File: config.mk
export PLATFORM = sky130hd
export DESIGN_NAME = system_timer
export DESIGN_NICKNAME = d
export VERILOG_FILES = /design/src/logic/cpu_pkg.sv /design/src/logic/system_timer.sv
export SDC_FILE = /design/constraint.sdc
export NUM_CORES = 1
export LEC_CHECK = 0
export ABC_AREA = 1
export BUFFER_PORTS_ARGS = -buffer_cell sky130_fd_sc_hd__buf_2
export CORE_UTILIZATION = 55
export CTS_CLUSTER_SIZE = 8
export DETAILED_ROUTE_END_ITERATION = 8
export GPL_TIMING_DRIVEN = 1
export PLACE_DENSITY = 0.76
export REMOVE_ABC_BUFFERS = 1
export SLEW_MARGIN = 20
export SYNTH_ARGS = -nofsm -noshare
export SYNTH_HDL_FRONTEND = slang
export SYNTH_SLANG_ARGS = --single-unit
export TNS_END_PERCENT = 10
File: constraint.sdc
create_clock -name clk -period 1.6 [get_ports clk]
set_input_delay 0.32 -clock clk [delete_from_list [all_inputs] [get_ports clk]]
set_output_delay 0.32 -clock clk [all_outputs]
set_load 0.1 [all_outputs]
File: src/logic/cpu_pkg.sv
package cpu_pkg;

	// widths with a meaning
	localparam int unsigned WORD_WIDTH = 32;
	localparam int unsigned HALF_WIDTH = 16;
	localparam int unsigned REG_ADDR_WIDTH = 5;
	localparam int unsigned NUM_REGS = 32;
	localparam int unsigned INST_ADDR_WIDTH = 11;
	localparam int unsigned OPCODE_WIDTH = 5;
	localparam int unsigned SHAMT_WIDTH = 5;

	typedef logic [WORD_WIDTH-1:0] word_t;
	typedef logic [HALF_WIDTH-1:0] half_t;
	typedef logic [REG_ADDR_WIDTH-1:0] reg_addr_t;
	typedef logic [INST_ADDR_WIDTH-1:0] inst_addr_t;
	typedef logic [OPCODE_WIDTH-1:0] opcode_t;
	typedef logic [2:0] alu_op_t;
	typedef logic [2:0] branch_cond_t;

	// instruction layout, lsb of each field
	localparam int unsigned OPCODE_LSB = 27;
	localparam int unsigned DEST_LSB = 22;
	localparam int unsigned COND_LSB = 24;
	localparam int unsigned SOURCE1_LSB = 17;
	localparam int unsigned SOURCE2_LSB = 12;
	localparam int unsigned IMM_LSB = 0;

	// opcodes, everything else is a no-op
	localparam opcode_t OP_ADD = 5'd0;
	localparam opcode_t OP_ADDI = 5'd1;
	localparam opcode_t OP_SUB = 5'd2;
	localparam opcode_t OP_AND = 5'd3;
	localparam opcode_t OP_ANDI = 5'd4;
	localparam opcode_t OP_OR = 5'd5;
	localparam opcode_t OP_ORI = 5'd6;
	localparam opcode_t OP_XOR = 5'd7;
	localparam opcode_t OP_SLL = 5'd8;
	localparam opcode_t OP_SRL = 5'd9;
	localparam opcode_t OP_SRA = 5'd10;
	localparam opcode_t OP_LLI = 5'd11;
	localparam opcode_t OP_LUI = 5'd12;
	localparam opcode_t OP_B = 5'd17;
	localparam opcode_t OP_BL = 5'd18;
	localparam opcode_t OP_RET = 5'd19;
	localparam opcode_t OP_TIM = 5'd29;

	localparam alu_op_t ALU_ADD = 3'd0;
	localparam alu_op_t ALU_SUB = 3'd1;
	localparam alu_op_t ALU_AND = 3'd2;
	localparam alu_op_t ALU_OR = 3'd3;
	localparam alu_op_t ALU_XOR = 3'd4;
	localparam alu_op_t ALU_SLL = 3'd5;
	localparam alu_op_t ALU_SRL = 3'd6;
	localparam alu_op_t ALU_SRA = 3'd7;

	localparam branch_cond_t COND_NE = 3'd0;
	localparam branch_cond_t COND_EQ = 3'd1;
	localparam branch_cond_t COND_GT = 3'd2;
	localparam branch_cond_t COND_LT = 3'd3;
	localparam branch_cond_t COND_GE = 3'd4;
	localparam branch_cond_t COND_LE = 3'd5;
	localparam branch_cond_t COND_OVERFLOW = 3'd6;
	localparam branch_cond_t COND_ALWAYS = 3'd7;

	// timer prescale, kept tiny so time moves in simulation
	localparam int unsigned CYCLES_PER_MS = 4;
	localparam int unsigned PRESCALE_WIDTH = $clog2(CYCLES_PER_MS);

	typedef struct packed {
		alu_op_t alu_op;
		logic use_immediate;
		logic select_immediate;
		logic select_time;
		logic update_cc;
		reg_addr_t source1;
		reg_addr_t source2;
	} ex_ctrl_t;

	typedef struct packed {
		reg_addr_t dest;
		logic write_full;
		logic write_lower;
		logic write_upper;
	} wb_ctrl_t;

endpackage

File: src/logic/system_timer.sv
`timescale 1ns/10ps

module system_timer (
	input logic clk,
	input logic rst_n,
	output cpu_pkg::word_t time_ms
);
	import cpu_pkg::*;

	logic [PRESCALE_WIDTH-1:0] prescale;
	logic tick;

	assign tick = (prescale == PRESCALE_WIDTH'(CYCLES_PER_MS - 1));

	always_ff @(posedge clk or negedge rst_n) begin
		if (!rst_n) begin
			prescale <= '0;
			time_ms <= '0;
		end else if (tick) begin
			prescale <= '0;
			time_ms <= time_ms + word_t'(1);
		end else begin
			prescale <= prescale + 1'b1;
		end
	end

	prescale_in_range: assert property (
		@(posedge clk) disable iff (!rst_n) prescale < CYCLES_PER_MS
	);

endmodule

# Yosys cells after proc, flatten, opt, wreduce, memory -nomap -nowiden
# Cells that the tools add are included.
[op_classes]
addsub = 2
n_eq_ne = 1
muxes = 1
[op_table]
columns = ["op", "n"]
rows = [
  ["32-bit by 1-bit adder with 32-bit output (second input constant)", 1],
  ["2-bit by 1-bit adder with 2-bit output (second input constant)", 1],
  ["2-bit == test (second input constant)", 1],
  ["2-bit 2-to-1 mux", 1],
]
[totals]
register_bits = 34
in_bits = 2
out_inout_bits = 32
wordCells = 6

# Longest topological paths before layout
[depth]
ltp_word = 2
mapped_depth = 11

# Worst setup path before layout
# No wires, ideal clock.
[synth_path]
path_type = "flip-flop to flip-flop"
from = "register time_ms[0]"
to = "register time_ms[14]"
setup_time_ps = 160
arrival_ps = 1920
path_slack_ps = -480
path_stages_with_launch = 8
synth_period_minus_slack_ps = 2080
cell_sequence = "dfrtp_1 > ha_1 > nand2_1 > inv_1 > nand2_1 > nor2_1 > nand3_1 > xnor2_1"
[synth_between]
elab_chain_len = 1
[synth_lines]
columns = ["element", "line_no", "source"]
rows = [
  ["start: declaration", "system_timer.sv:6", "output cpu_pkg::word_t time_ms"],
  ["start signal: assignment", "system_timer.sv:21", "time_ms <= time_ms + word_t'(1);"],
  ["32-bit by 1-bit adder with 32-bit output", "system_timer.sv:21", ""],
]
# Every way passes these cells.
# A chain may end at the register's enable or synchronous reset.

# Worst setup path after layout
[layout_path]
from = "register time_ms[8]"
to = "output port time_ms[8]"
# No word-level cell between the ends.

==> impl_metrics.env <==
export IMPL_dp_final_hpwl_um=3030
export IMPL_critPathBufInv=1
export IMPL_cts_made_buffers=5
export IMPL_yosysUniqueCellTypes=22
export IMPL_num_rows=20
export IMPL_grt_max_degree=19
export IMPL_antenna_left=0
export IMPL_routed_via_count=1583
export IMPL_finalPower_mw=1.34
export IMPL_synth_xor_area_share_pct=9.70
export IMPL_cp_max_fo=4
export IMPL_vias_per_cell=4.84
export IMPL_nFillCells=276
export IMPL_setup_viol=0
export IMPL_drt_iter0_drc=91
export IMPL_start_kind="flip-flop"
export IMPL_syn_area_um2=1900
export IMPL_wirelength_um=3860
export IMPL_powerDensity_nw_per_um2=594
export IMPL_criticalPathCategory="reg -> out"
export IMPL_synthAdderAreaFrac_pct=1.32
export IMPL_synth_compound_area_share_pct=0.396
export IMPL_finalCritPeriodShare_pct=96.8
export IMPL_clkTransAtPathRegs_ns=0.10
export IMPL_portBuffers=33
export IMPL_area_delta_synth_final_pct=19.2
export IMPL_max_clock_path_buffers=2
export IMPL_topRoutingLayerUsed="met4"
export IMPL_path_cells="buf_2"
export IMPL_die_x_um=60.7
export IMPL_grt_antenna_before_repair=0
export IMPL_die_h_um=60.7
export IMPL_first_pass_iters=4
export IMPL_rsz0062_at_grt="yes"
export IMPL_hold_violations=0
export IMPL_wl_met3_um=203
export IMPL_dieArea_um2=3690
export IMPL_synth_top_family_by_area="simple AND/OR/NAND/NOR gates"
export IMPL_r2r_end="time_ms[10]"
export IMPL_synth_mux_area_share_pct=0
export IMPL_synth_seq_cells=34
export IMPL_r2r_start="time_ms[1]"
export IMPL_tritoncts="yes"
export IMPL_drive_above_1_share_pct=24.0
export IMPL_synth_cells=239
export IMPL_required_ns=1.28
export IMPL_wl_met2_um=1610
export IMPL_drc=0
export IMPL_cap_violations=0
export IMPL_nNetsFinal=288
export IMPL_clockRootBuffer="clkbuf_4"
export IMPL_r2r_slack_ns=0.10
export IMPL_grt_pass1_vias=1420
export IMPL_slowest_stage="buf_2"
export IMPL_cts_sinks=34
export IMPL_max_freq_ghz=0.645
export IMPL_cpPeakStageDelay_ns=0.46
export IMPL_layout_min_cycle_time_ns=1.55
export IMPL_ff2ff_path_depth=8
export IMPL_htreeDepth=2
export IMPL_cpLargestDelayFamily="buffers and inverters"
export IMPL_multi_input_area_um2=940
export IMPL_crit_arrival_ns=1.23
export IMPL_gr_total_overflow=0
export IMPL_start_util_pct=60.2
export IMPL_clk_latency_ns=0.33
export IMPL_grt_pass1_wl_um=6490
export IMPL_critPathLaunch="time_ms[8]"
export IMPL_hp_class="in -> async"
export IMPL_synth_simple_gate_area_share_pct=36.8
export IMPL_wl_met1_um=2000
export IMPL_fin_tns_setup_ns=0
export IMPL_max_slew_margin_rel_pct=67.3
export IMPL_wl_per_cell_um=11.8
export IMPL_grtUsageTotal_pct=24.6
export IMPL_avgSynthCellArea_um2=7.94
export IMPL_antennaDiodeCount=0
export IMPL_fin_skew_ns=0.00863
export IMPL_vdd_ir_drop_max_uv=500
export IMPL_pin_count=34
export IMPL_p_leak_nw=1.21
export IMPL_ys_seq_area_share_pct=44.9
export IMPL_outcome="finished clean"
export IMPL_tightestPinTransition_ns=0.494
export IMPL_fp_coreArea_um2=3150
export IMPL_regArea_um2=851
export IMPL_slew_viol_final=0
export IMPL_yosysWarnings=0
export IMPL_post_cts_repair_setup_buffers=0
export IMPL_gp_congestion=0.906
export IMPL_cp_end_kind="output port"
registers in the layout, indices dropped and copies added, names as in the netlist:
signal,cells
prescale,2
time_ms,32
cells in the mapped netlist (all sizes together):
library cell / count / area (um2)
and3: 1 / 6.26
buf: 1 / 7.51
dfrtp: 34 / 851
ha: 2 / 25.0
inv: 33 / 124
nand2: 81 / 314
nand3: 14 / 90.1
nand3b: 4 / 30.0
nand4: 5 / 31.3
nor2: 36 / 168
nor3: 5 / 52.6
nor4: 1 / 6.26
o21bai: 1 / 7.51
xnor2: 10 / 87.6
xor2: 11 / 96.3
layer usage:
| metal | vias up | GRT usage [%] |
|---|---|---|
| met3 | 4 | 7.25 |
| li1 | 816 | - |
| met4 | 0 | 8.77 |
| met2 | 44 | 33.9 |
| met1 | 719 | 36.6 |
| met5 | - | 0 |
through the flow:
stage               cell area, um2  hold slack [ns]  util [%]  cells  worst slack (ns)
floorplan                     1890           0.0244         -    238            -0.487
detailed placement            2160            0.273      68.5    320            0.0135
finish                        2260            0.438      71.7    327            0.0505
global route                  2260            0.488      71.7    327           -0.0329
CTS                           2220            0.436      70.5    327            0.0193
global placement              2160            0.275      68.5    320            0.0666
report_power, final:
group	internal (mW)	leakage (nW)	switching (mW)	total (mW)
Combinational	0.00729	0.721	0.0172	0.0245
Sequential	0.859	0.461	0	0.859
Clock	0.198	0.0302	0.262	0.460
Total	1.06	1.21	0.279	1.34
cells in the final DEF, fill, tap and decap left out:
cell / n
xor2_1: 11
xnor2_1: 10
buf_2: 27
and3_1: 1
nand3b_1: 4
nand3_1: 10
nor3_1: 2
nor2_2: 6
nor3_4: 2
dlygate4sd3_1: 1
dfrtp_1: 34
ha_1: 1
nand3_2: 4
inv_1: 31
clkbuf_4: 11
buf_4: 4
clkbuf_8: 1
nand4_1: 5
ha_4: 1
inv_2: 2
nand2_2: 4
o21bai_1: 1
nor2_1: 26
nand2_1: 77
nor3_2: 1
nor4_1: 1
buf_12: 1
nor2_4: 4
timing repair:
item | 4_1_cts | 5_1_grt
hold buffers | 1 | 0
hold endpoints to repair | 16 | 0
pin swaps | 0 | 0
gates cloned | 0 | 0
endpoints found under the setup margin | 2 | 14
gates resized for setup | 1 | 10
area by class of cell:
| cell class | count | share of cell area (%) |
|---|---|---|
| flip-flops and latches | 34 | 37.6 |
| repair buffers | 39 | 10.6 |
| well taps | 44 | 2.43 |
| clock buffers | 6 | 2.27 |
| inverters | 33 | 5.48 |
| multi-input cells | 171 | 41.6 |
worst max path at each step:
stage          slack (ns)          end  cells past startpoint
2_1_floorplan       -0.49  time_ms[14]                      7
3_3_place_gp         0.07  time_ms[13]                      8
3_5_place_dp         0.01  time_ms[13]                      8
4_1_cts              0.02   time_ms[0]                      2
5_1_grt             -0.03  time_ms[10]                      8
6_report             0.05   time_ms[8]                      1
logic make-up after synthesis:
logic type | after synthesis
buffers and inverters | 34
AOI/OAI and AO/OA | 1
DFF | 34
and+or+nand+nor | 147
xor gates and xnor gates | 21
adders and majority gates | 2
Power figures use the tool's default switching activity.
