[src/logic/cpu_pkg.sv]
package cpu_pkg;

	// widths with a meaning
	localparam int unsigned WORD_WIDTH = 32;
	localparam int unsigned HALF_WIDTH = 16;
	localparam int unsigned REG_ADDR_WIDTH = 5;
	localparam int unsigned NUM_REGS = 32;
	localparam int unsigned INST_ADDR_WIDTH = 11;
	localparam int unsigned OPCODE_WIDTH = 5;
	localparam int unsigned SHAMT_WIDTH = 5;

	typedef logic [WORD_WIDTH-1:0] word_t;
	typedef logic [HALF_WIDTH-1:0] half_t;
	typedef logic [REG_ADDR_WIDTH-1:0] reg_addr_t;
	typedef logic [INST_ADDR_WIDTH-1:0] inst_addr_t;
	typedef logic [OPCODE_WIDTH-1:0] opcode_t;
	typedef logic [2:0] alu_op_t;
	typedef logic [2:0] branch_cond_t;

	// instruction layout, lsb of each field
	localparam int unsigned OPCODE_LSB = 27;
	localparam int unsigned DEST_LSB = 22;
	localparam int unsigned COND_LSB = 24;
	localparam int unsigned SOURCE1_LSB = 17;
	localparam int unsigned SOURCE2_LSB = 12;
	localparam int unsigned IMM_LSB = 0;

	// opcodes, everything else is a no-op
	localparam opcode_t OP_ADD = 5'd0;
	localparam opcode_t OP_ADDI = 5'd1;
	localparam opcode_t OP_SUB = 5'd2;
	localparam opcode_t OP_AND = 5'd3;
	localparam opcode_t OP_ANDI = 5'd4;
	localparam opcode_t OP_OR = 5'd5;
	localparam opcode_t OP_ORI = 5'd6;
	localparam opcode_t OP_XOR = 5'd7;
	localparam opcode_t OP_SLL = 5'd8;
	localparam opcode_t OP_SRL = 5'd9;
	localparam opcode_t OP_SRA = 5'd10;
	localparam opcode_t OP_LLI = 5'd11;
	localparam opcode_t OP_LUI = 5'd12;
	localparam opcode_t OP_B = 5'd17;
	localparam opcode_t OP_BL = 5'd18;
	localparam opcode_t OP_RET = 5'd19;
	localparam opcode_t OP_TIM = 5'd29;

	localparam alu_op_t ALU_ADD = 3'd0;
	localparam alu_op_t ALU_SUB = 3'd1;
	localparam alu_op_t ALU_AND = 3'd2;
	localparam alu_op_t ALU_OR = 3'd3;
	localparam alu_op_t ALU_XOR = 3'd4;
	localparam alu_op_t ALU_SLL = 3'd5;
	localparam alu_op_t ALU_SRL = 3'd6;
	localparam alu_op_t ALU_SRA = 3'd7;

	localparam branch_cond_t COND_NE = 3'd0;
	localparam branch_cond_t COND_EQ = 3'd1;
	localparam branch_cond_t COND_GT = 3'd2;
	localparam branch_cond_t COND_LT = 3'd3;
	localparam branch_cond_t COND_GE = 3'd4;
	localparam branch_cond_t COND_LE = 3'd5;
	localparam branch_cond_t COND_OVERFLOW = 3'd6;
	localparam branch_cond_t COND_ALWAYS = 3'd7;

	// timer prescale, kept tiny so time moves in simulation
	localparam int unsigned CYCLES_PER_MS = 4;
	localparam int unsigned PRESCALE_WIDTH = $clog2(CYCLES_PER_MS);

	typedef struct packed {
		alu_op_t alu_op;
		logic use_immediate;
		logic select_immediate;
		logic select_time;
		logic update_cc;
		reg_addr_t source1;
		reg_addr_t source2;
	} ex_ctrl_t;

	typedef struct packed {
		reg_addr_t dest;
		logic write_full;
		logic write_lower;
		logic write_upper;
	} wb_ctrl_t;

endpackage

[src/logic/wb_bus_if.sv]
`timescale 1ns/10ps

interface wb_bus_if;
	import cpu_pkg::*;

	// at most one strobe high, all low for a bubble
	logic write_full;
	logic write_lower;
	logic write_upper;
	reg_addr_t dest;
	word_t data;

	modport producer (
		output write_full, write_lower, write_upper, dest, data
	);

	modport sink (
		input write_full, write_lower, write_upper, dest, data
	);

	modport observer (
		input write_full, write_lower, write_upper, dest, data
	);

endinterface

[src/logic/decode_stage.sv]
`timescale 1ns/10ps

module decode_stage (
	input logic clk,
	input logic rst_n,
	input cpu_pkg::word_t instruction,
	input cpu_pkg::inst_addr_t instruction_pc,
	input logic bubble,
	input cpu_pkg::word_t read1_data,
	input cpu_pkg::word_t read2_data,
	input logic cc_update,
	input logic cc_next_zero,
	input logic cc_next_sign,
	input logic cc_next_overflow,
	output cpu_pkg::reg_addr_t read1_address,
	output cpu_pkg::reg_addr_t read2_address,
	output logic redirect,
	output cpu_pkg::inst_addr_t target,
	output logic link,
	output cpu_pkg::inst_addr_t link_address,
	output logic ret,
	output logic stall,
	output cpu_pkg::word_t op1,
	output cpu_pkg::word_t op2,
	output cpu_pkg::word_t immediate,
	output cpu_pkg::ex_ctrl_t ex_ctrl,
	output cpu_pkg::wb_ctrl_t wb_ctrl,
	output logic ex_bubble,
	wb_bus_if.observer wb
);
	import cpu_pkg::*;

	opcode_t opcode;
	branch_cond_t cond;
	half_t imm_half;
	word_t imm_ext;
	ex_ctrl_t ex_next;
	wb_ctrl_t wb_next;
	logic is_branch;
	logic is_link;
	logic is_ret;
	logic taken;
	logic hz_cc;
	logic hz_half;
	logic cc_zero;
	logic cc_sign;
	logic cc_overflow;

	assign opcode = instruction[OPCODE_LSB +: OPCODE_WIDTH];
	assign cond = instruction[COND_LSB +: $bits(branch_cond_t)];
	assign imm_half = instruction[IMM_LSB +: HALF_WIDTH];
	assign imm_ext = {{(WORD_WIDTH-HALF_WIDTH){imm_half[HALF_WIDTH-1]}}, imm_half};
	assign read1_address = instruction[SOURCE1_LSB +: REG_ADDR_WIDTH];
	assign read2_address = instruction[SOURCE2_LSB +: REG_ADDR_WIDTH];

	//////////////////////////////////////////////////////////////////////
	// opcode decode
	//////////////////////////////////////////////////////////////////////

	always_comb begin
		ex_next = '0;
		wb_next = '0;
		is_branch = 1'b0;
		is_link = 1'b0;
		is_ret = 1'b0;
		ex_next.source1 = read1_address;
		ex_next.source2 = read2_address;
		wb_next.dest = instruction[DEST_LSB +: REG_ADDR_WIDTH];
		case (opcode)
			OP_ADD, OP_ADDI: ex_next.alu_op = ALU_ADD;
			OP_SUB: ex_next.alu_op = ALU_SUB;
			OP_AND, OP_ANDI: ex_next.alu_op = ALU_AND;
			OP_OR, OP_ORI: ex_next.alu_op = ALU_OR;
			OP_XOR: ex_next.alu_op = ALU_XOR;
			OP_SLL: ex_next.alu_op = ALU_SLL;
			OP_SRL: ex_next.alu_op = ALU_SRL;
			OP_SRA: ex_next.alu_op = ALU_SRA;
			OP_LLI: begin
				ex_next.select_immediate = 1'b1;
				wb_next.write_lower = 1'b1;
			end
			OP_LUI: begin
				ex_next.select_immediate = 1'b1;
				wb_next.write_upper = 1'b1;
			end
			OP_B: is_branch = 1'b1;
			OP_BL: begin
				is_branch = 1'b1;
				is_link = 1'b1;
			end
			OP_RET: is_ret = 1'b1;
			OP_TIM: begin
				ex_next.select_time = 1'b1;
				wb_next.write_full = 1'b1;
			end
			default: ;
		endcase
		// every alu opcode sits below lli
		if (opcode <= OP_SRA) begin
			ex_next.update_cc = 1'b1;
			wb_next.write_full = 1'b1;
		end
		ex_next.use_immediate = (opcode == OP_ADDI) || (opcode == OP_ANDI) ||
			(opcode == OP_ORI);
	end

	// condition codes
	always_ff @(posedge clk or negedge rst_n) begin
		if (!rst_n) begin
			cc_zero <= 1'b0;
			cc_sign <= 1'b0;
			cc_overflow <= 1'b0;
		end else if (cc_update) begin
			cc_zero <= cc_next_zero;
			cc_sign <= cc_next_sign;
			cc_overflow <= cc_next_overflow;
		end
	end

	always_comb begin
		case (cond)
			COND_NE: taken = !cc_zero;
			COND_EQ: taken = cc_zero;
			COND_GT: taken = !cc_zero && !cc_sign;
			COND_LT: taken = !cc_zero && cc_sign;
			COND_GE: taken = cc_zero || !cc_sign;
			COND_LE: taken = cc_zero || cc_sign;
			COND_OVERFLOW: taken = cc_overflow;
			COND_ALWAYS: taken = 1'b1;
			default: taken = 1'b0;
		endcase
	end

	//////////////////////////////////////////////////////////////////////
	// hazards and control flow
	//////////////////////////////////////////////////////////////////////

	// flags from the op in execute are not written yet
	assign hz_cc = is_branch && ex_ctrl.update_cc;
	// half writes are never forwarded, wait for write-through
	assign hz_half = (wb_ctrl.write_lower || wb_ctrl.write_upper) &&
		((wb_ctrl.dest == read1_address) || (wb_ctrl.dest == read2_address));
	assign stall = (hz_cc || hz_half) && !bubble;

	assign link_address = instruction_pc + inst_addr_t'(1);
	assign target = link_address + imm_ext[INST_ADDR_WIDTH-1:0];
	assign redirect = is_branch && taken && !stall && !bubble;
	assign link = is_link && taken && !stall && !bubble;
	assign ret = is_ret && !stall && !bubble;

	// ID/EX register
	always_ff @(posedge clk or negedge rst_n) begin
		if (!rst_n) begin
			ex_ctrl <= '0;
			wb_ctrl <= '0;
			ex_bubble <= 1'b1;
		end else if (bubble || stall) begin
			ex_ctrl <= '0;
			wb_ctrl <= '0;
			ex_bubble <= 1'b1;
		end else begin
			ex_ctrl <= ex_next;
			wb_ctrl <= wb_next;
			ex_bubble <= 1'b0;
		end
	end

	always_ff @(posedge clk) begin
		op1 <= read1_data;
		op2 <= read2_data;
		immediate <= imm_ext;
	end

	no_stall_on_redirect: assert property (
		@(posedge clk) disable iff (!rst_n) !(stall && redirect)
	);

	// a one-cycle half-write stall only works if the write lands next cycle
	half_write_reaches_wb: assert property (
		@(posedge clk) disable iff (!rst_n)
		(wb_ctrl.write_lower || wb_ctrl.write_upper) |=>
		((wb.write_lower || wb.write_upper) && (wb.dest == $past(wb_ctrl.dest)))
	);

endmodule

[src/flat_wrapper.sv]
// flat-port wrapper written by rule: the top's interface ports become plain ports
module decode_stage_flat import cpu_pkg::*;
  (clk, rst_n, instruction, instruction_pc, bubble, read1_data, read2_data, cc_update, cc_next_zero, cc_next_sign, cc_next_overflow, read1_address, read2_address, redirect, target, link, link_address, ret, stall, op1, op2, immediate, ex_ctrl, wb_ctrl, ex_bubble, wb_write_full, wb_write_lower, wb_write_upper, wb_dest, wb_data);
  wb_bus_if wb_i ();
  input logic clk;
  input logic rst_n;
  input cpu_pkg::word_t instruction;
  input cpu_pkg::inst_addr_t instruction_pc;
  input logic bubble;
  input cpu_pkg::word_t read1_data;
  input cpu_pkg::word_t read2_data;
  input logic cc_update;
  input logic cc_next_zero;
  input logic cc_next_sign;
  input logic cc_next_overflow;
  output cpu_pkg::reg_addr_t read1_address;
  output cpu_pkg::reg_addr_t read2_address;
  output logic redirect;
  output cpu_pkg::inst_addr_t target;
  output logic link;
  output cpu_pkg::inst_addr_t link_address;
  output logic ret;
  output logic stall;
  output cpu_pkg::word_t op1;
  output cpu_pkg::word_t op2;
  output cpu_pkg::word_t immediate;
  output cpu_pkg::ex_ctrl_t ex_ctrl;
  output cpu_pkg::wb_ctrl_t wb_ctrl;
  output logic ex_bubble;
  input wire logic [$bits(wb_i.write_full)-1:0] wb_write_full;
  input wire logic [$bits(wb_i.write_lower)-1:0] wb_write_lower;
  input wire logic [$bits(wb_i.write_upper)-1:0] wb_write_upper;
  input wire logic [$bits(wb_i.dest)-1:0] wb_dest;
  input wire logic [$bits(wb_i.data)-1:0] wb_data;
  assign wb_i.write_full = wb_write_full;
  assign wb_i.write_lower = wb_write_lower;
  assign wb_i.write_upper = wb_write_upper;
  assign wb_i.dest = wb_dest;
  assign wb_i.data = wb_data;
  decode_stage u_core (.clk(clk), .rst_n(rst_n), .instruction(instruction), .instruction_pc(instruction_pc), .bubble(bubble), .read1_data(read1_data), .read2_data(read2_data), .cc_update(cc_update), .cc_next_zero(cc_next_zero), .cc_next_sign(cc_next_sign), .cc_next_overflow(cc_next_overflow), .read1_address(read1_address), .read2_address(read2_address), .redirect(redirect), .target(target), .link(link), .link_address(link_address), .ret(ret), .stall(stall), .op1(op1), .op2(op2), .immediate(immediate), .ex_ctrl(ex_ctrl), .wb_ctrl(wb_ctrl), .ex_bubble(ex_bubble), .wb(wb_i));
endmodule
[config.mk]
export PLATFORM = sky130hd
export DESIGN_NAME = decode_stage_flat
export DESIGN_NICKNAME = d
export VERILOG_FILES = /design/src/logic/cpu_pkg.sv /design/src/logic/wb_bus_if.sv /design/src/logic/decode_stage.sv /design/src/flat_wrapper.sv
export SDC_FILE = /design/constraint.sdc
export NUM_CORES = 1
export LEC_CHECK = 0
export BUFFER_PORTS_ARGS = -buffer_cell sky130_fd_sc_hd__buf_4
export CAP_MARGIN = 10
export CORE_AREA = 2 2 121 123
export DETAILED_ROUTE_END_ITERATION = 8
export DIE_AREA = 0 0 123 125
export PLACE_DENSITY = 0.7
export SYNTH_ARGS = -nofsm -noshare
export SYNTH_HDL_FRONTEND = slang
export SYNTH_SLANG_ARGS = --single-unit
[constraint.sdc]
create_clock -name clk -period 7.9 [get_ports clk]
set_input_delay 1.58 -clock clk [delete_from_list [all_inputs] [get_ports clk]]
set_output_delay 1.58 -clock clk [all_outputs]
set_load 0.005 [all_outputs]
---- Yosys cells after proc, flatten, opt, wreduce, memory -nomap -nowiden ----
Index checks and enable logic that the tools add are counted.
W data, S select, Z words.
storage, ports and cells
  bits of input ports ..................... 154
  output and inout bits ................... 158
  register bits ........................... 109
operators by class
  multiplexer cells ....................... 14
  magnitude comparators ................... 1
  reductions and logical operators ........ 30
  add/subtract/negate cells ............... 2
  equality and inequality tests ........... 25
operator list
  kind                     count
  $eq A5 B4 Y1 const B     5
  $pmux W3 S7              1
  $eq A5 B3 Y1 const B     4
  $eq A5 B5 Y1 const B     4
  $mux W17                 1
  $logic_and A1 B1 Y1      13
  $eq A3 B3 Y1 const B     4
  $add A11 B1 Y11 const B  1
  $add A11 B11 Y11         1
  $eq A5 B2 Y1 const B     2
  $eq A5 B5 Y1             2
  $mux W1                  10
  $logic_or A1 B1 Y1       8
  $mux W8                  1
  $pmux W1 S8              1
  $reduce_or A2 Y1         4
  $eq A3 B2 Y1 const B     2
  $eq A5 B1 Y1 const B     1
  $le A5 B4 Y1 const B     1
  $logic_not A1 Y1         4
  $eq A3 B1 Y1 const B     1
  $logic_not A3 Y1         1

---- Depth between registers and ports, before layout ----
  depth after elaboration ................. 9
  mapped depth ............................ 10
  mapped depth without buffers ............ 10

---- Worst setup path before layout ----
OpenSTA, ideal clock, no wires.
  kind .................................... input -> output
  start ................................... input instruction_pc[0]
  end ..................................... output target[10]
  required time ........................... 6.320 ns
  arrival ................................. 3.461 ns
  slack ................................... 2.859 ns
  stages .................................. 10
  path buffers ............................ 0
  path through ............................ ha_1 and4_1 nand2_1 xnor2_1 ha_1 a21o_1 a21oi_1 and3b_1 o21ai_2 xnor2_1
between the ends
  word-level cells in the longest chain between the ends .. 2
ends and longest elaborated chain
  item                 RTL line             source
  start, declared      flat_wrapper.sv:8    input cpu_pkg::inst_addr_t instruction_pc;
  $add A11 B1 Y11      decode_stage.sv:145  assign link_address = instruction_pc + inst_addr_t'(1);
  net link_address[6]  flat_wrapper.sv:21   output cpu_pkg::inst_addr_t link_address;
  $add A11 B11 Y11     decode_stage.sv:146  assign target = link_address + imm_ext[INST_ADDR_WIDTH-1:0];
  end, declared        flat_wrapper.sv:19   output cpu_pkg::inst_addr_t target;
The timed path passes the listed nets, and every way through them passes these cells.

---- Worst setup path in the final report ----
  start ................................... input instruction_pc[0]
  end ..................................... output target[10]
between the ends
  word-level cells in the longest chain between the ends .. 2
ends and longest elaborated chain
  item              RTL line
  $add A11 B1 Y11   decode_stage.sv:145
  $add A11 B11 Y11  decode_stage.sv:146
No other way between the ends.

==> flow_metrics.py <==
metrics = {
    "setup_path": {
        "crit_start": "instruction_pc[0]",
        "crit_type": "in2out",
        "crit_required_ns": 6.32,
        "critPathArrivalTime_ns": 3.96,
        "cp_max_fo": 5,
        "endpoint_kind": "primary output",
        "reg2reg_from": "u_core.wb_ctrl[3]$_DFF_PN0_",
        "startpoint_type": "input pin",
        "path_cells": "buf_4 -> ha_1 -> and4_1 -> nand2_1 -> xnor2_1 -> ha_1 -> nand3_1 -> a2111oi_2 -> and3b_1 -> o21ai_2 -> xnor2_1 -> buf_4",
        "cpPeakStageDelay_ns": 0.38,
        "critical_path.slowest_cell": "ha_1",
    },
    "synth": {
        "seq_area_frac_synth_pct": 60.7,
        "synth.distinct_cells": 53,
        "synth-edff-count": 0,
        "postSynthNetCount": 489,
        "async_reset_ff_share_pct": 26.6,
        "netlist_area_um2": 3840,
        "synthFlopType": "dfxtp_1",
        "yosys_warnings": 0,
        "synth-seq-cells": 109,
        "synth_cells": 322,
        "synth.avg_cell_area_um2": 11.9,
    },
    "floorplanning": {
        "die_w_um": 123,
        "rows": 44,
        "ios": 312,
        "start_util_pct": 27.0,
        "coreArea_um2": 14200,
        "die_area_um2": 15400,
        "fp.dieH_um": 125,
    },
    "run": {
        "max-cap-violations": 0,
    },
    "global_route": {
        "grt_usage_pct": 13.3,
        "globalRouteOverflowTotal": 0,
        "antenna_found_initial": 0,
        "grt_start_max_net_pins": 30,
        "grt_pass1_wl_um": 15700,
        "grt_pass1_vias": 3207,
    },
    "route": {
        "wl_um": 10500,
        "route.vias.total": 3192,
        "initialDrtViolationCount": 65,
        "wire_per_inst_um": 13.8,
        "viasPerCell": 4.21,
        "firstDrtPassIters": 4,
        "ant_nets": 0,
        "drc_errors": 0,
    },
    "power_and_ir_drop": {
        "power_leakage_nw": 3.02,
        "p_per_area_nw_per_um2": 203,
        "vdd_ir_drop_max_mv": 0.101,
        "power_mw": 1.25,
    },
    "timing": {
        "fin_worst_skew_ns": 0.00354,
        "hold_violations": 0,
        "maxSlewHeadroom_pct": 68.6,
        "worst_slew_pin_slew_ns": 0.471,
        "rsz0062_at_grt": "no",
        "finalCritPeriodShare_pct": 70.1,
        "drv_slew": 0,
        "fin_hold_ws_ns": 0.521,
        "setup_violations": 0,
        "fin_crit_ns": 5.54,
        "max_clock_freq_ghz": 0.180,
        "finalSetupTns_ns": 0,
    },
    "cts": {
        "cts.sinks": 109,
        "postCtsSetupBuffers": 0,
        "tritoncts": "done",
        "cts_resized": 0,
        "cts_max_level": 3,
        "postCtsHoldBufs": 0,
        "numCtsBuffers": 9,
        "clockBufferDepth": 2,
        "ctsRootBufferMaster": "clkbuf_16",
        "clk_pin_slew_ns": 0.08,
        "worst_skew_pair.late_latency_ns": 0.34,
    },
    "final_layout": {
        "final_cell_area_um2": 6150,
        "fin_nets": 737,
        "area_growth_pct": 60.2,
        "drive_gt1_share_pct": 52.1,
        "fin_util_pct": 43.3,
        "nFillCells": 1374,
        "diodes": 0,
    },
    "status": {
        "status": "completed",
    },
    "min_path": {
        "worstHoldStart": "u_core.cc_overflow$_DFFE_PN0P_",
        "hold_class": "reg2reg",
    },
    "place": {
        "dp_hpwl_um": 8470,
        "port-buffer-count": 271,
        "dpl_cell_area_um2": 5870,
        "routabilityCongestion": 0.743,
    },
}
[registers in the layout (all words and copies together) (netlist names)]
register	count
u_core.op1	32
u_core.op2	32
u_core.ex_ctrl	17
u_core.immediate	16
u_core.wb_ctrl	8
u_core.cc_overflow	1
u_core.cc_sign	1
u_core.cc_zero	1
u_core.ex_bubble	1
[logic make-up (layout without fill, tap and decap cells)]
group | after synthesis | count (layout) | synth area share (%)
buf+inv | 42 | 294 | 6.91
simple gates | 86 | 86 | 12.5
fa+ha+maj | 13 | 13 | 4.43
xor+xnor | 30 | 30 | 7.24
compound gates | 38 | 38 | 7.08
flops | 109 | 109 | 60.7
mux | 4 | 4 | 1.14
[cell type report]
cell class	count	area (um^2)	share of cell area [%]
clock buffer	9	225	3.66
clock inverter	6	56.3	0.916
inverter	8	30.0	0.488
multi-input combinational	171	1240	20.2
sequential	109	2330	37.9
tap	184	230	3.74
timing repair buffer	271	2030	33.1
[per-layer routing]
| layer | vias to the layer above | global-route usage [%] | share of wire (%) |
|---|---|---|---|
| li1 | 1555 | - | - |
| met1 | 1466 | 14.0 | 36 |
| met2 | 163 | 24.0 | 53 |
| met3 | 8 | 5.34 | 10 |
| met4 | 0 | 3.68 | 0.92 |
| met5 | - | 0 | 0 |
[cells in the final DEF (no fill, tap or decap), types with 3 or more instances in the layout]
| cell type | n |
|---|---|
| ha_1 | 12 |
| nand3_1 | 6 |
| nor4_1 | 6 |
| nor2_1 | 16 |
| nor3b_1 | 3 |
| dfxtp_1 | 80 |
| clkbuf_16 | 9 |
| buf_4 | 271 |
| xnor2_1 | 14 |
| nor3_1 | 8 |
| inv_1 | 7 |
| mux2_2 | 3 |
| a21oi_1 | 10 |
| inv_6 | 3 |
| o21ai_0 | 4 |
| nor2b_1 | 9 |
| nand4_1 | 4 |
| nand2_1 | 9 |
| nand2b_1 | 3 |
| xor2_1 | 14 |
| o22a_1 | 3 |
| and2_1 | 15 |
| dfrtp_1 | 28 |
| a21o_1 | 4 |
[synth_stat cells, drive strengths merged (2+ instances only)]
library cell  count  share of area (%)
dfrtp            28                 18
and2             15                2.4
a21oi            11                1.5
nor2             17                1.9
a21o              4               0.78
dfxtp            80                 42
nand4             4               0.65
xnor2            16                4.0
nand2b            3               0.49
nor3b             3               0.59
o22a              3               0.68
a2111oi           2               0.62
nand3             6               0.78
ha               12                3.9
buf              30                5.7
o21a              2               0.59
nor4              6               0.98
inv               8               0.78
mux2              3               0.88
xor2             14                3.2
a211oi            2               0.39
nand2             9               0.88
nor2b             9                1.5
o21ai             6               0.88
nor3              8                1.0
and3              2               0.33
clkbuf            4               0.39
[per-stage QoR]
step / std cells / setup slack (ns)
after global placement: 743 / 2.40
after global routing: 758 / 2.08
final: 758 / 2.36
after CTS: 758 / 2.34
after detailed placement: 743 / 2.35
after floorplan: 322 / 2.86
[worst max-delay path, delay by kind of cell]
kind	cells	cell delay, ns
XOR/XNOR	2	0.26
buffers and inverters	2	0.23
adder cells (fa/ha/maj)	2	0.58
AND/OR/NAND/NOR	4	0.79
AO/OA/AOI/OAI	2	0.51
[power breakdown]
part	internal, mW	total (mW)	leakage (nW)	switching, mW
Sequential	0.581	0.592	1.05	0.0116
Combinational	0.133	0.222	1.83	0.0895
Clock	0.219	0.432	0.139	0.214
[path summary, 6_finish.rpt]
| path | end | slack (ns) | depth (start not counted) |
|---|---|---|---|
| min reg2reg | u_core.cc_overflow$_DFFE_PN0P_ | 0.52 | 1 |
| min | u_core.cc_overflow$_DFFE_PN0P_ | 0.52 | 1 |
| max reg2reg | u_core.ex_ctrl[14]$_DFF_PN0_ | 6.18 | 5 |
| min in group asynchronous | u_core.cc_overflow$_DFFE_PN0P_ | 1.16 | 1 |
| max | target[10] | 2.36 | 12 |
| max in group asynchronous | u_core.ex_bubble$_DFF_PN1_ | 6.43 | 1 |
No activity file was read; power rests on OpenSTA's default activity.
