### config.mk
export PLATFORM = sky130hd
export DESIGN_NAME = execute_stage_flat
export DESIGN_NICKNAME = d
export VERILOG_FILES = /design/src/logic/cpu_pkg.sv /design/src/logic/wb_bus_if.sv /design/src/logic/execute_stage.sv /design/src/flat_wrapper.sv
export SDC_FILE = /design/constraint.sdc
export NUM_CORES = 1
export LEC_CHECK = 0
export CORE_MARGIN = 4
export CORE_UTILIZATION = 45
export DETAILED_ROUTE_END_ITERATION = 7
export DONT_BUFFER_PORTS = 1
export MAX_ROUTING_LAYER = met4
export PLACE_DENSITY = 0.66
export SLEW_MARGIN = 20
export SYNTH_ARGS = -nofsm -noshare
export SYNTH_HDL_FRONTEND = slang
export SYNTH_SLANG_ARGS = --single-unit
### constraint.sdc
create_clock -name clk -period 18.9 [get_ports clk]
set_clock_uncertainty 0.1 [all_clocks]
set_input_delay 3.78 -clock clk [delete_from_list [all_inputs] [get_ports clk]]
set_output_delay 3.78 -clock clk [all_outputs]
set_load 0.03 [all_outputs]
### src/logic/cpu_pkg.sv
package cpu_pkg;

	// widths with a meaning
	localparam int unsigned WORD_WIDTH = 32;
	localparam int unsigned HALF_WIDTH = 16;
	localparam int unsigned REG_ADDR_WIDTH = 5;
	localparam int unsigned NUM_REGS = 32;
	localparam int unsigned INST_ADDR_WIDTH = 11;
	localparam int unsigned OPCODE_WIDTH = 5;
	localparam int unsigned SHAMT_WIDTH = 5;

	typedef logic [WORD_WIDTH-1:0] word_t;
	typedef logic [HALF_WIDTH-1:0] half_t;
	typedef logic [REG_ADDR_WIDTH-1:0] reg_addr_t;
	typedef logic [INST_ADDR_WIDTH-1:0] inst_addr_t;
	typedef logic [OPCODE_WIDTH-1:0] opcode_t;
	typedef logic [2:0] alu_op_t;
	typedef logic [2:0] branch_cond_t;

	// instruction layout, lsb of each field
	localparam int unsigned OPCODE_LSB = 27;
	localparam int unsigned DEST_LSB = 22;
	localparam int unsigned COND_LSB = 24;
	localparam int unsigned SOURCE1_LSB = 17;
	localparam int unsigned SOURCE2_LSB = 12;
	localparam int unsigned IMM_LSB = 0;

	// opcodes, everything else is a no-op
	localparam opcode_t OP_ADD = 5'd0;
	localparam opcode_t OP_ADDI = 5'd1;
	localparam opcode_t OP_SUB = 5'd2;
	localparam opcode_t OP_AND = 5'd3;
	localparam opcode_t OP_ANDI = 5'd4;
	localparam opcode_t OP_OR = 5'd5;
	localparam opcode_t OP_ORI = 5'd6;
	localparam opcode_t OP_XOR = 5'd7;
	localparam opcode_t OP_SLL = 5'd8;
	localparam opcode_t OP_SRL = 5'd9;
	localparam opcode_t OP_SRA = 5'd10;
	localparam opcode_t OP_LLI = 5'd11;
	localparam opcode_t OP_LUI = 5'd12;
	localparam opcode_t OP_B = 5'd17;
	localparam opcode_t OP_BL = 5'd18;
	localparam opcode_t OP_RET = 5'd19;
	localparam opcode_t OP_TIM = 5'd29;

	localparam alu_op_t ALU_ADD = 3'd0;
	localparam alu_op_t ALU_SUB = 3'd1;
	localparam alu_op_t ALU_AND = 3'd2;
	localparam alu_op_t ALU_OR = 3'd3;
	localparam alu_op_t ALU_XOR = 3'd4;
	localparam alu_op_t ALU_SLL = 3'd5;
	localparam alu_op_t ALU_SRL = 3'd6;
	localparam alu_op_t ALU_SRA = 3'd7;

	localparam branch_cond_t COND_NE = 3'd0;
	localparam branch_cond_t COND_EQ = 3'd1;
	localparam branch_cond_t COND_GT = 3'd2;
	localparam branch_cond_t COND_LT = 3'd3;
	localparam branch_cond_t COND_GE = 3'd4;
	localparam branch_cond_t COND_LE = 3'd5;
	localparam branch_cond_t COND_OVERFLOW = 3'd6;
	localparam branch_cond_t COND_ALWAYS = 3'd7;

	// timer prescale, kept tiny so time moves in simulation
	localparam int unsigned CYCLES_PER_MS = 4;
	localparam int unsigned PRESCALE_WIDTH = $clog2(CYCLES_PER_MS);

	typedef struct packed {
		alu_op_t alu_op;
		logic use_immediate;
		logic select_immediate;
		logic select_time;
		logic update_cc;
		reg_addr_t source1;
		reg_addr_t source2;
	} ex_ctrl_t;

	typedef struct packed {
		reg_addr_t dest;
		logic write_full;
		logic write_lower;
		logic write_upper;
	} wb_ctrl_t;

endpackage

### src/logic/wb_bus_if.sv
`timescale 1ns/10ps

interface wb_bus_if;
	import cpu_pkg::*;

	// at most one strobe high, all low for a bubble
	logic write_full;
	logic write_lower;
	logic write_upper;
	reg_addr_t dest;
	word_t data;

	modport producer (
		output write_full, write_lower, write_upper, dest, data
	);

	modport sink (
		input write_full, write_lower, write_upper, dest, data
	);

	modport observer (
		input write_full, write_lower, write_upper, dest, data
	);

endinterface

### src/logic/execute_stage.sv
`timescale 1ns/10ps

module execute_stage (
	input logic clk,
	input logic rst_n,
	input cpu_pkg::word_t op1,
	input cpu_pkg::word_t op2,
	input cpu_pkg::word_t immediate,
	input cpu_pkg::ex_ctrl_t ex_ctrl,
	input cpu_pkg::wb_ctrl_t wb_ctrl,
	input logic ex_bubble,
	input cpu_pkg::word_t time_ms,
	output logic cc_update,
	output logic cc_next_zero,
	output logic cc_next_sign,
	output logic cc_next_overflow,
	wb_bus_if.producer wb_out,
	wb_bus_if.observer wb_in
);
	import cpu_pkg::*;

	word_t alu_a;
	word_t alu_b;
	word_t alu_result;
	word_t result;
	logic alu_overflow;
	logic fwd1;
	logic fwd2;
	wb_ctrl_t wb_q;
	word_t result_q;

	// writeback to execute forwarding, r0 never forwards
	assign fwd1 = wb_in.write_full && (wb_in.dest != '0) && (wb_in.dest == ex_ctrl.source1);
	assign fwd2 = wb_in.write_full && (wb_in.dest != '0) && (wb_in.dest == ex_ctrl.source2);

	assign alu_a = fwd1 ? wb_in.data : op1;
	assign alu_b = ex_ctrl.use_immediate ? immediate : fwd2 ? wb_in.data : op2;

	//////////////////////////////////////////////////////////////////////
	// alu
	//////////////////////////////////////////////////////////////////////

	always_comb begin
		alu_result = alu_a + alu_b;
		alu_overflow = 1'b0;
		case (ex_ctrl.alu_op)
			ALU_ADD: begin
				alu_overflow = (alu_a[WORD_WIDTH-1] == alu_b[WORD_WIDTH-1]) &&
					(alu_result[WORD_WIDTH-1] != alu_a[WORD_WIDTH-1]);
			end
			ALU_SUB: begin
				alu_result = alu_a - alu_b;
				alu_overflow = (alu_a[WORD_WIDTH-1] != alu_b[WORD_WIDTH-1]) &&
					(alu_result[WORD_WIDTH-1] != alu_a[WORD_WIDTH-1]);
			end
			ALU_AND: alu_result = alu_a & alu_b;
			ALU_OR: alu_result = alu_a | alu_b;
			ALU_XOR: alu_result = alu_a ^ alu_b;
			ALU_SLL: alu_result = alu_a << alu_b[SHAMT_WIDTH-1:0];
			ALU_SRL: alu_result = alu_a >> alu_b[SHAMT_WIDTH-1:0];
			ALU_SRA: alu_result = word_t'($signed(alu_a) >>> alu_b[SHAMT_WIDTH-1:0]);
			default: alu_result = alu_a + alu_b;
		endcase
	end

	assign cc_update = ex_ctrl.update_cc && !ex_bubble;
	assign cc_next_zero = (alu_result == '0);
	assign cc_next_sign = alu_result[WORD_WIDTH-1];
	assign cc_next_overflow = alu_overflow;

	// lli and lui carry the immediate, only its low half is written
	assign result = ex_ctrl.select_time ? time_ms :
		ex_ctrl.select_immediate ? immediate :
		alu_result;

	// EX/WB register
	always_ff @(posedge clk or negedge rst_n) begin
		if (!rst_n) begin
			wb_q <= '0;
		end else if (ex_bubble) begin
			wb_q <= '0;
		end else begin
			wb_q <= wb_ctrl;
		end
	end

	always_ff @(posedge clk) begin
		result_q <= result;
	end

	assign wb_out.write_full = wb_q.write_full;
	assign wb_out.write_lower = wb_q.write_lower;
	assign wb_out.write_upper = wb_q.write_upper;
	assign wb_out.dest = wb_q.dest;
	assign wb_out.data = result_q;

endmodule

### src/flat_wrapper.sv
// flat-port wrapper written by rule: the top's interface ports become plain ports
module execute_stage_flat import cpu_pkg::*;
  (clk, rst_n, op1, op2, immediate, ex_ctrl, wb_ctrl, ex_bubble, time_ms, cc_update, cc_next_zero, cc_next_sign, cc_next_overflow, wb_out_write_full, wb_out_write_lower, wb_out_write_upper, wb_out_dest, wb_out_data, wb_in_write_full, wb_in_write_lower, wb_in_write_upper, wb_in_dest, wb_in_data);
  wb_bus_if wb_out_i ();
  wb_bus_if wb_in_i ();
  input logic clk;
  input logic rst_n;
  input cpu_pkg::word_t op1;
  input cpu_pkg::word_t op2;
  input cpu_pkg::word_t immediate;
  input cpu_pkg::ex_ctrl_t ex_ctrl;
  input cpu_pkg::wb_ctrl_t wb_ctrl;
  input logic ex_bubble;
  input cpu_pkg::word_t time_ms;
  output logic cc_update;
  output logic cc_next_zero;
  output logic cc_next_sign;
  output logic cc_next_overflow;
  output wire logic [$bits(wb_out_i.write_full)-1:0] wb_out_write_full;
  output wire logic [$bits(wb_out_i.write_lower)-1:0] wb_out_write_lower;
  output wire logic [$bits(wb_out_i.write_upper)-1:0] wb_out_write_upper;
  output wire logic [$bits(wb_out_i.dest)-1:0] wb_out_dest;
  output wire logic [$bits(wb_out_i.data)-1:0] wb_out_data;
  input wire logic [$bits(wb_in_i.write_full)-1:0] wb_in_write_full;
  input wire logic [$bits(wb_in_i.write_lower)-1:0] wb_in_write_lower;
  input wire logic [$bits(wb_in_i.write_upper)-1:0] wb_in_write_upper;
  input wire logic [$bits(wb_in_i.dest)-1:0] wb_in_dest;
  input wire logic [$bits(wb_in_i.data)-1:0] wb_in_data;
  assign wb_out_write_full = wb_out_i.write_full;
  assign wb_out_write_lower = wb_out_i.write_lower;
  assign wb_out_write_upper = wb_out_i.write_upper;
  assign wb_out_dest = wb_out_i.dest;
  assign wb_out_data = wb_out_i.data;
  assign wb_in_i.write_full = wb_in_write_full;
  assign wb_in_i.write_lower = wb_in_write_lower;
  assign wb_in_i.write_upper = wb_in_write_upper;
  assign wb_in_i.dest = wb_in_dest;
  assign wb_in_i.data = wb_in_data;
  execute_stage u_core (.clk(clk), .rst_n(rst_n), .op1(op1), .op2(op2), .immediate(immediate), .ex_ctrl(ex_ctrl), .wb_ctrl(wb_ctrl), .ex_bubble(ex_bubble), .time_ms(time_ms), .cc_update(cc_update), .cc_next_zero(cc_next_zero), .cc_next_sign(cc_next_sign), .cc_next_overflow(cc_next_overflow), .wb_out(wb_out_i), .wb_in(wb_in_i));
endmodule
; After elaboration in Yosys (flattened, before gate mapping)
; Cells that the tools add are included.
[op_classes]
addsub = 2
n_eq_ne = 13
shift = 3
muxes = 8
bitwise = 3
n_reduce_logical = 10
[op_table]
columns = operator, count
row1 = $pmux 32 s7, 1
row2 = $mux 32, 5
row3 = $add 32x32->32, 1
row4 = $and 32x32->32, 1
row5 = $logic_not 32->1, 1
row6 = $or 32x32->32, 1
row7 = $shl 32x5->32, 1
row8 = $shr 32x5->32, 1
row9 = $sshr 32x5->32, 1
row10 = $sub 32x32->32, 1
row11 = $xor 32x32->32, 1
row12 = $eq 3x3->1 const B, 4
row13 = $eq 5x5->1, 2
row14 = $mux 8, 1
row15 = $eq 3x2->1 const B, 2
row16 = $logic_and 1x1->1, 6
row17 = $reduce_bool 5->1, 1
row18 = $eq 3x1->1 const B, 1
row19 = $logic_not 3->1, 1
row20 = $ne 1x1->1, 3
row21 = $pmux 1 s2, 1
row22 = $eq 1x1->1, 1
row23 = $logic_not 1->1, 1
[totals]
reg_bits = 40
out_inout_bits = 44

; Longest topological paths before layout
; Gate-level depths: netlist of run 1.
[logic_depth]
word_depth = 9
ltp_mapped = 24
ltp_nobuf = 20

; Least setup slack after synthesis of run 1
; OpenSTA, ideal clock, no wires.
[synth_timing]
path_kind = input to output
start = input wb_in_dest[4]
end = output cc_next_zero
t_arrival_ps = 9736
setup_slack_ps = 5284
stages = 24
n_path_buf = 6
cell_sequence = or4_4 > o211a_1 > nand4b_1 > and3_1 > buf_2 > buf_2 > buf_2 > buf_2 > buf_1 > ha_1 > clkbuf_1 > nor2b_1 > o31ai_1 > a2111o_1 > nand3_1 > a2111oi_0 > o41ai_1 > a221o_1 > a21oi_1 > mux2i_1 > o211ai_1 > a31o_1 > or4b_1 > nor3_2
[synth_via]
elab_chain_cells = 8
word_cells_on_any_way = 19
[synth_rtl]
columns = item, line_no
row1 = "start, declared", flat_wrapper.sv:27  ; input wire logic [$bits(wb_in_i.dest)-1:0] wb_in_dest;
row2 = $reduce_bool 5->1, "execute_stage.sv:33, execute_stage.sv:34"
row3 = $logic_and 1x1->1, "execute_stage.sv:33, execute_stage.sv:34"
row4 = $logic_and 1x1->1, execute_stage.sv:34  ; assign fwd2 = wb_in.write_full && (wb_in.dest != '0) && (wb_in.dest == ex_ctrl.source2);
row5 = $mux 32 (2 in series), execute_stage.sv:37  ; assign alu_b = ex_ctrl.use_immediate ? immediate : fwd2 ? wb_in.data : op2;
row6 = "$add 32x32->32, or another cell as far along", execute_stage.sv:44  ; alu_result = alu_a + alu_b;
row7 = $pmux 32 s7 (*), execute_stage.sv:46  ; case (ex_ctrl.alu_op)
row8 = $logic_not 32->1 (*), execute_stage.sv:67  ; assign cc_next_zero = (alu_result == '0);
row9 = "end, declared", flat_wrapper.sv:16  ; output logic cc_next_zero;
; Every way passes the cells marked *; elsewhere a longest branch is shown, timed or not.

; Worst setup path after layout of run 1
; Ends and elaborated chain as after synthesis.

==> results of run 1 <==
registers in the layout, indices dropped and copies added (netlist names):
register and cells:
u_core.wb_out.data 32, u_core.wb_out.dest 5, u_core.wb_out.write_full 1, u_core.wb_out.write_lower 1, u_core.wb_out.write_upper 1
worst max-delay path by stage:
stage                        startpoint           end  cells after the start
after global placement    wb_in_dest[4]  cc_next_zero                     21
after floorplan           wb_in_dest[4]  cc_next_zero                     24
after CTS                 wb_in_dest[4]  cc_next_zero                     21
final                     wb_in_dest[4]  cc_next_zero                     21
after global routing      wb_in_dest[4]  cc_next_zero                     21
after detailed placement  wb_in_dest[4]  cc_next_zero                     21
cell usage in the layout (no fill, tap or decap), types with 12 or more instances in the layout:
cell type / synthesis / routed
xnor2_1: 30 / 30
o21ai_0: 136 / 136
ha_1: 96 / 96
nand2b_1: 13 / 13
a21o_1: 22 / 22
mux2i_1: 149 / 149
a211oi_1: 36 / 36
inv_1: 100 / 99
a22oi_1: 16 / 16
o21a_1: 12 / 12
mux2_2: 41 / 41
nand2_1: 132 / 132
o211ai_1: 44 / 44
nand3_1: 40 / 40
o22ai_1: 46 / 46
nor4_1: 13 / 13
dfxtp_1: 32 / 32
nor2_1: 149 / 148
buf_4: 6 / 26
nor2b_1: 23 / 23
a21oi_1: 119 / 119
or3_1: 14 / 14
nor3_1: 50 / 50
o221ai_1: 18 / 18
logic make-up (layout without fill, tap and decap cells):
logic type | after synthesis | after routing | synth area share, %
AOI/OAI and AO/OA | 588 | 588 | 33.6
and+or+nand+nor | 484 | 484 | 19.5
buffers and inverters | 224 | 138 | 8.09
muxes | 199 | 199 | 18.1
adders and majority gates | 99 | 99 | 10.7
DFF | 40 | 40 | 7.22
xor gates and xnor gates | 36 | 36 | 2.71
other | 0 | 10 | 0
critical path, cell delays in order:
cell,delay [ps]
or4_4,540
o211ai_2,280
nor4_1,90
or3_4,640
inv_2,110
buf_4,580
ha_1,330
fa_1,230
nor2b_1,90
o31ai_1,510
a2111o_1,280
nand3_1,240
a2111oi_0,670
o41ai_1,250
a221o_1,400
a21oi_1,300
mux2i_1,230
o211ai_1,190
a31o_1,220
or4b_1,480
nor3_2,470
where the power goes:
| part | switching (W) | internal [W] | total [W] |
|---|---|---|---|
| registers | 0.0000209 | 0.0000935 | 0.000114 |
| clock network | 0.0000313 | 0.0000620 | 0.0000933 |
| logic | 0.000301 | 0.000148 | 0.000449 |
area by class of cell:
| type | count | share of cell area [%] |
|---|---|---|
| Antenna cell | 10 | 0.210 |
| Clock buffer | 6 | 1.08 |
| Clock inverter | 2 | 0.294 |
| Inverter | 104 | 3.28 |
| Multi-Input combinational cell | 1406 | 83.0 |
| Sequential cell | 40 | 7.06 |
| Tap cell | 330 | 3.47 |
| Timing Repair Buffer | 26 | 1.64 |
through the flow:
step / area [sq um] / hold slack, ps / worst slack (ps) / instances / total power, W
2_1_floorplan: 11600 / 3380 / 5280 / 1670 / 0.000420
3_3_place_gp: 11700 / 3380 / 4230 / 1906 / 0.000541
3_5_place_dp: 11700 / 3380 / 4210 / 1906 / 0.000541
4_1_cts: 11900 / 3080 / 4190 / 1914 / 0.000635
5_1_grt: 11900 / 3080 / 3820 / 1923 / 0.000683
6_report: 11900 / 3090 / 4070 / 1924 / 0.000656
metal layers:
metal / wire length (microns) / part of all wire, % / up-vias / GRT usage, %
met5: 0 / 0 / - / -
met4: 2220 / 3.8 / 0 / 14.0
met3: 8930 / 15 / 166 / 13.1
met2: 24600 / 41 / 1109 / 57.0
met1: 23500 / 40 / 6636 / 53.7
li1: - / - / 6082 / -
==> results_dict.tcl, run 1 <==
set metrics [dict create \
    cts_hold_buf 0 \
    drv_cap 0 \
    yosysUniqueCellTypes 90 \
    antenna_found_initial 6 \
    path_clk_slew_ps 60 \
    dieArea_sq_um 28500 \
    leakagePower_nw 4.85 \
    setup_viol 0 \
    setup_tns_ps 0 \
    wl_per_cell_microns 30.8 \
    synth_common_cells "mux2i_1, nor2_1, o21ai_0" \
    grt_pass1_vias 12948 \
    synth_nets 1964 \
    hp-class "in -> async" \
    dpl.hpwl_mm 45.3 \
    clockRootBuffer "clkbuf_16" \
    grt_max_degree 87 \
    rows 58 \
    critical_path_class "in -> out" \
    regArea_sq_um 841 \
    htreeDepth 2 \
    final_util_pct 47.0 \
    end_kind "output pin" \
    grt_pass1_wl_mm 85.3 \
    ys_seq_area_share_pct 7.22 \
    cts_tree "done" \
    critPathArrivalTime_ps 10950 \
    max_freq_mhz 67.4 \
    cts_sinks 40 \
    max_slew_margin_pct 22.5 \
    overflow 0 \
    vias 13993 \
    syn-cell-area_sq_um 11600 \
    die_y_microns 169 \
    hold_violations 0 \
    status "finished, final reports clean" \
    avgSynthCellArea_sq_um 6.97 \
    core_sq_um 25300 \
    crit_path_start_kind "input pin" \
    post_cts_resized 0 \
    yosys_register_bits 40 \
    slew_viol_final 0 \
    initial_core_util_pct 46.0 \
    gp_congestion 1.08 \
    peakVddDrop_v 0.0000927 \
    multi_input_area_sq_um 9890 \
    postCtsSetupBuffers 0 \
    fin_crit_ps 14830 \
    worst_pin_slew_ps 1160 \
    required_ps 15020 \
    cts_buffer_depth 2 \
    firstDrtPassIters 6 \
    power.density_nw_per_um2 55.1 \
    initialDrtViolationCount 1764 \
    die_w_microns 169 \
    synth-main-ff-cell "dfxtp_1" \
    cp_max_fo 40 \
    io_pins 240 \
    synthTopCellsByArea "mux2i_1, ha_1, o21ai_0" \
    drc 0 \
    grt.total_usage_pct 40.3 \
    synth_edf_count 0 \
    drive_above_1_share_pct 6.63 \
    netlist.top_cell.by_area "mux2i_1" \
    yosys.area.top_type_share_pct 12.8 \
    ant_nets 0 \
    drt-vias-per-instance 7.27 \
    fill_cells 2699 \
    drt-total-wl_mm 59.2 \
    io_buffers 0 \
    netlist_instances 1670 \
    period_share_pct 78.5 \
    ys_warn_count 0 \
    synthArstFlopShare_pct 20.0 \
    nets 1877 \
    cts_made_buffers 5 \
    grt_setup_unrepaired "no" \
    syn2layout_area_growth_pct 2.34 \
]
(Power assumes the default switching activity.)
==> run 2, diff against run 1 <==
--- a/config.mk
+++ b/config.mk
@@ -10,7 +10,7 @@
 export DETAILED_ROUTE_END_ITERATION = 7
 export DONT_BUFFER_PORTS = 1
 export MAX_ROUTING_LAYER = met4
-export PLACE_DENSITY = 0.66
+export PLACE_DENSITY = 0.68
 export SLEW_MARGIN = 20
 export SYNTH_ARGS = -nofsm -noshare
 export SYNTH_HDL_FRONTEND = slang
==> constraint.sdc (replaced) <==
create_clock -name clk -period 12.35 [get_ports clk]
set_clock_uncertainty 0.1 [all_clocks]
set_input_delay 2.47 -clock clk [delete_from_list [all_inputs] [get_ports clk]]
set_output_delay 2.47 -clock clk [all_outputs]
set_load 0.03 [all_outputs]
==> results_dict.tcl, run 2 (synthesis gave the netlist of run 1 again) <==
set metrics [dict create \
    grt_setup_unrepaired "no" \
    io_buffers 0 \
    wl_per_cell_microns 31.2 \
    vias 14030 \
    critPathArrivalTime_ps 8820 \
    clockRootBuffer "clkbuf_16" \
    hp-class "in -> async" \
    grt_pass1_vias 13048 \
    setup_tns_ps 0 \
    dp.cells 1912 \
    die_w_microns 169 \
    p_total_w 0.00101 \
    largest_reg_flops 32 \
    peakVddDrop_v 0.000119 \
    max_freq_mhz 87.8 \
    final_cell_mix "mux2i_1, nor2_1, o21ai_0" \
    fin_crit_ps 11390 \
    crit_path_start_kind "input pin" \
    overflow 0 \
    dieArea_sq_um 28500 \
    drt-total-wl_mm 60.2 \
    final_util_pct 47.2 \
    drive_above_1_share_pct 7.11 \
    cts_hold_buf 0 \
    end_kind "output pin" \
    post_dp_cell_area_sq_um 11800 \
    initial_core_util_pct 46.0 \
    drt-vias-per-instance 7.27 \
    max_slew_margin_pct 24.8 \
    core_sq_um 25300 \
    cts_tree "done" \
    fill_cells 2630 \
    slew_viol_final 0 \
    grt_max_degree 87 \
    gp_congestion 1.08 \
    htreeDepth 2 \
    postCtsSetupBuffers 0 \
    drc 0 \
    cts_buffer_depth 2 \
    cts_sinks 40 \
    post_cts_resized 0 \
    firstDrtPassIters 6 \
    cp_max_fo 32 \
    rows 58 \
    grt.total_usage_pct 41.1 \
    syn2layout_area_growth_pct 2.75 \
    antenna_found_initial 6 \
    ant_nets 0 \
    hold_violations 0 \
    critical_path_class "in -> out" \
    final_common_cell "mux2i_1" \
    die_y_microns 169 \
    initialDrtViolationCount 1960 \
    status "finished, final reports clean" \
    fin_area_sq_um 12000 \
    setup_viol 0 \
    nets 1883 \
    path_clk_slew_ps 60 \
    io_pins 240 \
    leakagePower_nw 4.88 \
    power.density_nw_per_um2 84.5 \
    period_share_pct 92.2 \
    cts_made_buffers 5 \
    final_cells 1930 \
    dpl.hpwl_mm 46.7 \
    worst_pin_slew_ps 1120 \
    drv_cap 0 \
    grt_pass1_wl_mm 86.8 \
    required_ps 9780 \
]
[run 2: changes by cell type in the layout (fill, tap and decap cells not counted)]
cell and delta:
buf_4 +6, nor2_2 +1, clkinv_1 -1, inv_2 +1
nor2_1 -1
[run 2: per-stage QoR]
step           hold WS [ps]  setup slack [ps]
6_report               1780               961
5_1_grt                1770               684
4_1_cts                1770              1080
3_5_place_dp           2070              1120
3_3_place_gp           2070              1160
2_1_floorplan          2070              1350
[run 2: final cells by class]
type                       instances  area (sq um)  area share [%]
timing repair buffer              32           240            2.01
inverter                         104           390            3.26
sequential                        40           841            7.03
antenna                           10          25.0           0.209
tap                              330           413            3.45
clock buffer                       6           129            1.08
clock inverter                     2          35.0           0.293
multi-input combinational       1406          9890            82.7
[run 2: worst max path at each step]
stage	from	endpoint	slack, ps	cells after the start
finish	wb_in_dest[4]	cc_next_zero	960	20
global route	wb_in_dest[4]	cc_next_zero	680	20
CTS	wb_in_dest[4]	cc_next_zero	1080	20
detailed placement	wb_in_dest[4]	cc_next_zero	1120	20
global placement	wb_in_dest[4]	cc_next_zero	1160	20
floorplan	wb_in_dest[4]	cc_next_zero	1350	24
[run 2: where the power goes]
part           total, W  switching (W)  internal (W)
logic          0.000694       0.000466      0.000228
clock network  0.000142      0.0000475     0.0000949
registers      0.000175      0.0000319      0.000143
[run 2: routing by layer]
layer  part of all wire (%)  vias to the layer above  track usage [%]
met5                      0                        -                -
met4                    3.7                        0             12.7
met3                     14                      138             12.6
met2                     41                     1121             58.7
met1                     41                     6662             55.7
li1                       -                     6109                -
[run 2: critical path: stages]
cell,delay [ps]
or4_4,540
o21ai_1,240
nor4_4,80
buf_4,280
mux2_2,430
ha_1,430
nor2b_1,200
o31ai_1,550
a2111o_1,280
nand3_1,230
a2111oi_0,690
o41ai_1,240
a221o_1,390
a21oi_1,300
mux2i_1,230
o211ai_1,180
a31o_1,230
or4b_1,480
nor3_2,140
buf_4,190
